`src/verilog/svc_pkg.sv`:
```
`default_nettype none

package svc_pkg;

  // ----------------------------------------
  // Command encoding
  // ----------------------------------------

  // The high nibble of every code is its group and the low nibble is the
  // command within that group
  typedef enum logic [7:0] {
    CMD_AWUSER_CORE     = 8'h10,
    CMD_AWUSER_MCU      = 8'h11,
    CMD_RELEASE_AWUSER  = 8'h12,
    CMD_ZEROIZE_SET     = 8'h20,
    CMD_ZEROIZE_CLEAR   = 8'h21,
    CMD_ZEROIZE_RELEASE = 8'h22,
    CMD_FORCE_TOKENS    = 8'h30,
    CMD_RMA_SCRAP_PPD   = 8'h31,
    CMD_ESCALATE        = 8'h32,
    CMD_CLK_500         = 8'h40,
    CMD_CLK_160         = 8'h41,
    CMD_CLK_400         = 8'h42,
    CMD_CLK_1000        = 8'h43,
    CMD_FAULT_BUS       = 8'h50,
    CMD_FAULT_DIGEST    = 8'h51,
    CMD_DOMAIN_RESET    = 8'h60
  } svc_cmd_e;

  localparam logic [3:0] GRP_OVERRIDE = 4'h1;
  localparam logic [3:0] GRP_ZEROIZE  = 4'h2;
  localparam logic [3:0] GRP_LC       = 4'h3;
  localparam logic [3:0] GRP_CLK      = 4'h4;
  localparam logic [3:0] GRP_FAULT    = 4'h5;
  localparam logic [3:0] GRP_DOMAIN   = 4'h6;

  // Same command byte, seen as a full opcode or as a group/index pair
  typedef union packed {
    svc_cmd_e opcode;
    struct packed {
      logic [3:0] group;
      logic [3:0] index;
    } fields;
  } svc_cmd_u;

  // Encoding matches the external clock mux select
  typedef enum logic [1:0] {
    F500  = 2'd0,
    F160  = 2'd1,
    F400  = 2'd2,
    F1000 = 2'd3
  } freq_e;

  localparam logic [1:0] AWUSER_NONE = 2'd0;
  localparam logic [1:0] AWUSER_CORE = 2'd1;
  localparam logic [1:0] AWUSER_MCU  = 2'd2;

  // ----------------------------------------
  // Decoder to datapath interface
  // ----------------------------------------

  // One pulse bit per command, at most one set in any cycle
  typedef struct packed {
    logic awuser_core;
    logic awuser_mcu;
    logic awuser_release;
    logic zeroize_set;
    logic zeroize_clear;
    logic zeroize_release;
    logic force_tokens;
    logic rma_scrap_ppd;
    logic escalate;
    logic clk_500;
    logic clk_160;
    logic clk_400;
    logic clk_1000;
    logic fault_bus;
    logic fault_digest;
    logic domain_reset;
  } svc_action_t;

  typedef struct packed {
    logic [1:0] awuser_sel;
    logic       zeroize_ppd;
    logic       rom_zero_mask_all;
    logic       scrap_mode_n;
    logic       zeroize_forced;
    logic       tokens_valid;
    logic       rma_scrap_ppd;
    logic       escalate;
    freq_e      freq_sel;
  } svc_ctrl_t;

  // Scrap mode is active low, so it idles high
  localparam svc_ctrl_t CTRL_RESET = '{
    awuser_sel:        AWUSER_NONE,
    zeroize_ppd:       1'b0,
    rom_zero_mask_all: 1'b0,
    scrap_mode_n:      1'b1,
    zeroize_forced:    1'b0,
    tokens_valid:      1'b0,
    rma_scrap_ppd:     1'b0,
    escalate:          1'b0,
    freq_sel:          F500
  };

endpackage

`default_nettype wire

```
`src/verilog/svc_cmd_decoder.sv`:
```
`timescale 1ns/1ps
`default_nettype none

module svc_cmd_decoder import svc_pkg::*; (
  input  logic        clk,
  input  logic        cptra_rst_b,
  input  logic        cmd_valid_i,
  input  svc_cmd_u    cmd_i,
  input  logic        rst_busy_i,
  output svc_action_t action_o
);

  svc_action_t action_d;
  svc_action_t action_q;
  logic        rst_blocked;

  // A reset pulse issued last cycle has not raised busy yet, so it blocks
  // a second one as well
  assign rst_blocked = rst_busy_i | action_q.domain_reset;

  // ----------------------------------------
  // Group routing, then index decode
  // ----------------------------------------
  always_comb begin
    action_d = '0;
    if (cmd_valid_i) begin
      case (cmd_i.fields.group)
        GRP_OVERRIDE: begin
          case (cmd_i.fields.index)
            4'h0: action_d.awuser_core    = 1'b1;
            4'h1: action_d.awuser_mcu     = 1'b1;
            4'h2: action_d.awuser_release = 1'b1;
            default: ;
          endcase
        end
        GRP_ZEROIZE: begin
          case (cmd_i.fields.index)
            4'h0: action_d.zeroize_set     = 1'b1;
            4'h1: action_d.zeroize_clear   = 1'b1;
            4'h2: action_d.zeroize_release = 1'b1;
            default: ;
          endcase
        end
        GRP_LC: begin
          case (cmd_i.fields.index)
            4'h0: action_d.force_tokens  = 1'b1;
            4'h1: action_d.rma_scrap_ppd = 1'b1;
            4'h2: action_d.escalate      = 1'b1;
            default: ;
          endcase
        end
        GRP_CLK: begin
          case (cmd_i.fields.index)
            4'h0: action_d.clk_500  = 1'b1;
            4'h1: action_d.clk_160  = 1'b1;
            4'h2: action_d.clk_400  = 1'b1;
            4'h3: action_d.clk_1000 = 1'b1;
            default: ;
          endcase
        end
        GRP_FAULT: begin
          case (cmd_i.fields.index)
            4'h0: action_d.fault_bus    = 1'b1;
            4'h1: action_d.fault_digest = 1'b1;
            default: ;
          endcase
        end
        GRP_DOMAIN: begin
          // Single command group, matched on the whole opcode
          if (cmd_i.opcode == CMD_DOMAIN_RESET && !rst_blocked) begin
            action_d.domain_reset = 1'b1;
          end
        end
        default: ;
      endcase
    end
  end

  always_ff @(posedge clk or negedge cptra_rst_b) begin
    if (!cptra_rst_b) begin
      action_q <= '0;
    end else begin
      action_q <= action_d;
    end
  end

  assign action_o = action_q;

  // Datapath modules rely on never seeing two actions together
  action_onehot: assert property (@(posedge clk) disable iff (!cptra_rst_b)
    $onehot0(action_o));

endmodule

`default_nettype wire

```
`src/verilog/svc_override_regs.sv`:
```
`timescale 1ns/1ps
`default_nettype none

module svc_override_regs import svc_pkg::*; (
  input  logic        clk,
  input  logic        cptra_rst_b,
  input  svc_action_t action_i,
  input  logic        clk_byp_ack_i,
  output svc_ctrl_t   ctrl_o
);

  svc_ctrl_t ctrl_q;

  always_ff @(posedge clk or negedge cptra_rst_b) begin
    if (!cptra_rst_b) begin
      ctrl_q <= CTRL_RESET;
    end else begin
      // ----------------------------------------
      // Write filter user override
      // ----------------------------------------
      if (action_i.awuser_core) begin
        ctrl_q.awuser_sel <= AWUSER_CORE;
      end
      if (action_i.awuser_mcu) begin
        ctrl_q.awuser_sel <= AWUSER_MCU;
      end
      if (action_i.awuser_release) begin
        ctrl_q.awuser_sel <= AWUSER_NONE;
      end

      // ----------------------------------------
      // Zeroization
      // ----------------------------------------
      if (action_i.zeroize_set) begin
        ctrl_q.zeroize_ppd       <= 1'b1;
        ctrl_q.rom_zero_mask_all <= 1'b1;
        ctrl_q.scrap_mode_n      <= 1'b1;
        ctrl_q.zeroize_forced    <= 1'b1;
      end
      // Clear still counts as forced because it pins the fields to their off values
      if (action_i.zeroize_clear) begin
        ctrl_q.zeroize_ppd       <= 1'b0;
        ctrl_q.rom_zero_mask_all <= 1'b0;
        ctrl_q.scrap_mode_n      <= 1'b0;
        ctrl_q.zeroize_forced    <= 1'b1;
      end
      if (action_i.zeroize_release) begin
        ctrl_q.zeroize_ppd       <= CTRL_RESET.zeroize_ppd;
        ctrl_q.rom_zero_mask_all <= CTRL_RESET.rom_zero_mask_all;
        ctrl_q.scrap_mode_n      <= CTRL_RESET.scrap_mode_n;
        ctrl_q.zeroize_forced    <= 1'b0;
      end

      // Lifecycle flags are sticky until the next reset
      if (action_i.force_tokens) begin
        ctrl_q.tokens_valid <= 1'b1;
      end
      if (action_i.rma_scrap_ppd) begin
        ctrl_q.rma_scrap_ppd <= 1'b1;
      end
      if (action_i.escalate) begin
        ctrl_q.escalate <= 1'b1;
      end

      // ----------------------------------------
      // Clock frequency select
      // ----------------------------------------
      if (action_i.clk_500) begin
        ctrl_q.freq_sel <= F500;
      end
      if (action_i.clk_160) begin
        ctrl_q.freq_sel <= F160;
      end
      if (action_i.clk_400) begin
        ctrl_q.freq_sel <= F400;
      end
      if (action_i.clk_1000) begin
        ctrl_q.freq_sel <= F1000;
      end
    end
  end

  // Without a bypass acknowledge the clock stays on the default source
  always_comb begin
    ctrl_o = ctrl_q;
    if (!clk_byp_ack_i) begin
      ctrl_o.freq_sel = F500;
    end
  end

endmodule

`default_nettype wire

```
`src/verilog/svc_reset_pulse.sv`:
```
`timescale 1ns/1ps
`default_nettype none

module svc_reset_pulse #(
  parameter int RST_HOLD_CYCLES = 10
) (
  input  logic clk,
  input  logic cptra_rst_b,
  input  logic start_i,
  output logic busy_o,
  output logic domain_rst_b_o
);

  localparam int CNT_W = $clog2(RST_HOLD_CYCLES + 1);

  logic             busy_q;
  logic [CNT_W-1:0] cnt_q;

  // The counter holds the cycles left after the current one
  always_ff @(posedge clk or negedge cptra_rst_b) begin
    if (!cptra_rst_b) begin
      busy_q <= 1'b0;
      cnt_q  <= '0;
    end else if (start_i) begin
      busy_q <= 1'b1;
      cnt_q  <= CNT_W'(RST_HOLD_CYCLES - 1);
    end else if (busy_q) begin
      if (cnt_q == '0) begin
        busy_q <= 1'b0;
      end else begin
        cnt_q <= cnt_q - 1'b1;
      end
    end
  end

  assign busy_o         = busy_q;
  assign domain_rst_b_o = ~busy_q;

  // ----------------------------------------
  // Checks
  // ----------------------------------------

  // The decoder must hold back retriggers for the whole window
  no_retrigger: assert property (@(posedge clk) disable iff (!cptra_rst_b)
    start_i |-> !busy_o);

  hold_length: assert property (@(posedge clk) disable iff (!cptra_rst_b)
    $rose(busy_o) |-> busy_o [*RST_HOLD_CYCLES] ##1 !busy_o);

endmodule

`default_nettype wire

```
`src/verilog/svc_fault_inject.sv`:
```
`timescale 1ns/1ps
`default_nettype none

module svc_fault_inject #(
  parameter int DATA_W      = 32,
  parameter int ADDR_W      = 10,
  parameter int DIGEST_ADDR = 696
) (
  input  logic              clk,
  input  logic              cptra_rst_b,
  input  logic              arm_bus_i,
  input  logic              arm_digest_i,
  input  logic              bus_valid_i,
  input  logic [DATA_W-1:0] bus_data_i,
  output logic [DATA_W-1:0] bus_data_o,
  input  logic              mem_rd_valid_i,
  input  logic [ADDR_W-1:0] mem_rd_addr_i,
  input  logic [DATA_W-1:0] mem_rd_data_i,
  output logic [DATA_W-1:0] mem_rd_data_o
);

  logic arm_bus_q;
  logic arm_digest_q;
  logic bus_hit;
  logic digest_hit;

  // A fault lands on the first matching transfer after arming
  assign bus_hit    = bus_valid_i & arm_bus_q;
  assign digest_hit = mem_rd_valid_i & arm_digest_q &
                      (mem_rd_addr_i == ADDR_W'(DIGEST_ADDR));

  // Single bit flip so the bus ECC sees a correctable error
  assign bus_data_o    = bus_hit ? {bus_data_i[DATA_W-1:1], ~bus_data_i[0]} : bus_data_i;
  assign mem_rd_data_o = digest_hit ? '0 : mem_rd_data_i;

  // ----------------------------------------
  // One-shot arm flags
  // ----------------------------------------
  always_ff @(posedge clk or negedge cptra_rst_b) begin
    if (!cptra_rst_b) begin
      arm_bus_q    <= 1'b0;
      arm_digest_q <= 1'b0;
    end else begin
      // Consuming wins over a fresh arm in the same cycle
      if (bus_hit) begin
        arm_bus_q <= 1'b0;
      end else if (arm_bus_i) begin
        arm_bus_q <= 1'b1;
      end

      if (digest_hit) begin
        arm_digest_q <= 1'b0;
      end else if (arm_digest_i) begin
        arm_digest_q <= 1'b1;
      end
    end
  end

endmodule

`default_nettype wire

```
`src/verilog/svc_top.sv`:
```
`timescale 1ns/1ps
`default_nettype none

module svc_top import svc_pkg::*; #(
  parameter int RST_HOLD_CYCLES = 10,
  parameter int DATA_W          = 32,
  parameter int ADDR_W          = 10,
  parameter int DIGEST_ADDR     = 696
) (
  input  logic              clk,
  input  logic              cptra_rst_b,

  // Command strobe from software
  input  logic              cmd_valid_i,
  input  svc_cmd_u          cmd_i,

  input  logic              clk_byp_ack_i,

  // Bus write data path
  input  logic              bus_valid_i,
  input  logic [DATA_W-1:0] bus_data_i,
  output logic [DATA_W-1:0] bus_data_o,

  // Fuse memory read path
  input  logic              mem_rd_valid_i,
  input  logic [ADDR_W-1:0] mem_rd_addr_i,
  input  logic [DATA_W-1:0] mem_rd_data_i,
  output logic [DATA_W-1:0] mem_rd_data_o,

  output svc_ctrl_t         ctrl_o,
  output logic              domain_rst_b_o
);

  svc_action_t action;
  logic        rst_busy;

  svc_cmd_decoder u_cmd_decoder (
    .clk         (clk),
    .cptra_rst_b (cptra_rst_b),
    .cmd_valid_i (cmd_valid_i),
    .cmd_i       (cmd_i),
    .rst_busy_i  (rst_busy),
    .action_o    (action)
  );

  svc_override_regs u_override_regs (
    .clk           (clk),
    .cptra_rst_b   (cptra_rst_b),
    .action_i      (action),
    .clk_byp_ack_i (clk_byp_ack_i),
    .ctrl_o        (ctrl_o)
  );

  svc_reset_pulse #(
    .RST_HOLD_CYCLES (RST_HOLD_CYCLES)
  ) u_reset_pulse (
    .clk            (clk),
    .cptra_rst_b    (cptra_rst_b),
    .start_i        (action.domain_reset),
    .busy_o         (rst_busy),
    .domain_rst_b_o (domain_rst_b_o)
  );

  svc_fault_inject #(
    .DATA_W      (DATA_W),
    .ADDR_W      (ADDR_W),
    .DIGEST_ADDR (DIGEST_ADDR)
  ) u_fault_inject (
    .clk            (clk),
    .cptra_rst_b    (cptra_rst_b),
    .arm_bus_i      (action.fault_bus),
    .arm_digest_i   (action.fault_digest),
    .bus_valid_i    (bus_valid_i),
    .bus_data_i     (bus_data_i),
    .bus_data_o     (bus_data_o),
    .mem_rd_valid_i (mem_rd_valid_i),
    .mem_rd_addr_i  (mem_rd_addr_i),
    .mem_rd_data_i  (mem_rd_data_i),
    .mem_rd_data_o  (mem_rd_data_o)
  );

endmodule

`default_nettype wire

```
`config.mk`:
```
export PLATFORM = sky130hd
export DESIGN_NAME = svc_top
export DESIGN_NICKNAME = d
export VERILOG_FILES = /design/src/verilog/svc_pkg.sv /design/src/verilog/svc_cmd_decoder.sv /design/src/verilog/svc_override_regs.sv /design/src/verilog/svc_reset_pulse.sv /design/src/verilog/svc_fault_inject.sv /design/src/verilog/svc_top.sv
export SDC_FILE = /design/constraint.sdc
export NUM_CORES = 1
export LEC_CHECK = 0
export BUFFER_PORTS_ARGS = -buffer_cell sky130_fd_sc_hd__buf_2
export CORE_MARGIN = 5
export CORE_UTILIZATION = 43
export DETAILED_ROUTE_END_ITERATION = 8
export PLACE_DENSITY = 0.86
export SYNTH_ARGS = -nofsm -noshare
export SYNTH_HDL_FRONTEND = slang
export SYNTH_HIERARCHICAL = 1
export SYNTH_SLANG_ARGS = --single-unit
export TNS_END_PERCENT = 100
```
`constraint.sdc`:
```
create_clock -name clk -period 3.34 [get_ports clk]
set_input_delay 0.167 -clock clk [delete_from_list [all_inputs] [get_ports clk]]
set_output_delay 0.167 -clock clk [all_outputs]
set_load 0.01 [all_outputs]
```
==> metrics <==
run status=finished, final reports clean; H-tree levels=2; first-pass GRT wire length=7803 um; peak supply drop=0.2793 mV; cell depth of the worst flop-to-flop path=2; GP Congestion=0.8007; Post-synth ARST share=100.0%; R2R setup slack=1.72 ns; Required @ worst endpoint=roughly 3.2 ns; # port buffers=between 100 and 150; FF+latch count, synth=33; root buf cell=clkbuf_8; DRT antenna net count=0; vias in the first global route=roughly 1.7k; Lkg Pwr=1.326 nW; Via Count=roughly 1.7k; number of synthesized flops with an enable pin=0; arrival time worst endpoint=2.00 ns; RSZ-0062 raised after global routing=false; TritonCTS clock tree=built; Clock Path Buffers=2; Die Span Y=approximately 81 um; Final HPWL DP=4009 um; ant diodes=0; Tcrit/Tclk final=64.95%; max cap viols=0; cts bufs inserted=5; top_reg_cell synth=dfrtp_1; GRT Total Usage=around 15%; slowest CP cell=and4b_1; critical-path cell list=and4b_1 > a31oi_1 > buf_2; final setup fails=0; top area cells in the synthesized netlist=dfrtp_1 (37%), buf_4 (14%), a31oi_1 (9.6%); final routed DRC violation total=0; die area=approximately 6500 sq um; gr ovfl total=0; core area=4786 sq um; worst-skew pair later-pin latency=around 0.27 ns; Post-layout nets=around 380; most frequent cells in the layout=buf_2 (101), inv_1 (39), a31oi_1 (33); synth-to-layout area growth=12.74%; final slew viol count=0; Ports=164; final hold slack=about 0.086 ns; Hold Crit Depth=2; Row Count=25; Cell Area, Synth=2141 sq um; endpoint type of the worst setup path=output port; antenna violations before repair=0; area leader, netlist=dfrtp_1; top cell type's share of synthesized area=a little under two fifths; R2R Path End=u_fault_inject/arm_digest_q; Min-Delay Path Class=primary input to flop; startpoint class of the critical path=flop; Sink Count=33; Syn Inst Count=233; Die W=80.56 um; worst slew pin tran=1.087 ns; Routed Wire Length=5034 um; per-cell routed wire length=14.10 um; fmax=461.0 MHz; Crit Path Class=flop to output port; Ys Warns=6; syn nets=323; P per Cell Area=359.1 nW/um^2; share of layout cells above drive strength 1=about 43%; Crit path largest cell delay=0.93 ns; Min-Delay Endpoint=u_fault_inject/arm_bus_q; register area share after synthesis=38.63%; final setup TNS=0 ns; post-cts gate resize count=0; Setup Skew=0.002897 ns; drt pass-1 iters=4; commonest non-fill, non-tap cell in the layout=buf_2; Synth cell types=38; Iter 0 DRT Violations=25; starting density of the core=44.73%; critical hold path startpoint=bus_valid_i; reg2reg start=u_fault_inject/arm_digest_q; Via density=~4.9; post-CTS setup buffers=0; CP max FO=33; largest net degree at the start of global routing=34; Reg clk slew, reported paths=0.06 ns; fin crit period=~2.2 ns; Hold Violations, Final=0; syn avg cell area=around 9.2 sq um; Max-slew headroom=27.51%
[critical path, delay by kind of cell (launching register included)]
| family | cells | cell delay, ns |
|---|---|---|
| DFF | 1 | 0.34 |
| AOI/OAI and AO/OA | 1 | 0.24 |
| and+or+nand+nor | 1 | 0.93 |
| buffers and inverters | 1 | 0.22 |
[registers in the layout (all words and copies together) (netlist names)]
register	cells
u_cmd_decoder/action_o	16
u_override_regs/ctrl_q	2
u_reset_pulse/cnt_q	4
u_fault_inject/arm_digest_q	1
u_override_regs/ctrl_o	8
u_reset_pulse/busy_o	1
u_fault_inject/arm_bus_q	1
[what timing repair did]
item / in CTS / in global routing
endpoints found under the hold margin: 32 / 0
hold buffers: 1 / 0
setup endpoints to repair: 0 / 0
[synth_stat cells (all sizes together), types with 3 or more instances]
master and count:
buf 53, or4b 4, nand2 4, or2 4, inv 39, nor3 16
a31oi 33, or3b 3, nand2b 4, nor2 11, dfrtp 32, nor4 4
[cell type report]
cell class / instances / area, sq um
Tap cell: 67 / 83.83
Inverter: 39 / 146.4
Clock buffer: 8 / 80.08
Sequential cell: 33 / 827.0
Multi-Input combinational cell: 107 / 753.2
Timing Repair Buffer: 103 / 523.0
Fill cell: 470 / 2372
[how the worst max path moves through the flow]
stage	endpoint	depth (start not counted)	start
floorplan	u_reset_pulse/cnt_q[3]	2	u_reset_pulse/cnt_q[0]
global placement	mem_rd_data_o[5]	3	u_fault_inject/arm_digest_q
detailed placement	mem_rd_data_o[30]	4	mem_rd_addr_i[0]
CTS	mem_rd_data_o[30]	3	u_fault_inject/arm_digest_q
global route	mem_rd_data_o[30]	3	u_fault_inject/arm_digest_q
finish	mem_rd_data_o[5]	3	u_fault_inject/arm_digest_q
[through the flow]
step	power [mW]	util (%)	setup slack, ns	cells	instance area [sq um]
finish	0.8667	50.43	1.171	357	2414
global route	0.9183	50.43	0.9690	357	2414
CTS	0.8804	50.43	1.162	357	2414
detailed placement	0.6042	48.55	1.457	348	2323
global placement	0.5980	48.55	1.478	348	2323
floorplan	0.5711	-	2.035	233	2141
[power breakdown]
group          leakage (nW)  internal [mW]  switching, mW  total (mW)
clock network        0.0395          0.148          0.124       0.272
registers             0.447          0.418        0.00996       0.427
logic                 0.839         0.0771         0.0904       0.168
total                  1.33          0.642          0.224       0.867
[cell families (layout without fill, tap and decap cells)]
| kind of cell | after synthesis | after routing | synth area share (%) |
|---|---|---|---|
| AOI/OAI and AO/OA | 40 | 40 | 12.10 |
| adders and majority gates | 2 | 2 | 1.169 |
| DFF | 33 | 33 | 38.63 |
| buffers and inverters | 93 | 150 | 26.88 |
| muxes | 3 | 3 | 1.461 |
| and+or+nand+nor | 61 | 61 | 19.34 |
| xor gates and xnor gates | 1 | 1 | 0.4092 |
[per-layer routing]
layer  part of all wire [%]  wire length (um)  track usage, %
met1                     40              2000           17.62
met2                     49              2450           26.57
met4                   0.74                37           3.716
met5                      0                 0               0
met3                     11               545           5.605
(Power assumes the default switching activity.)
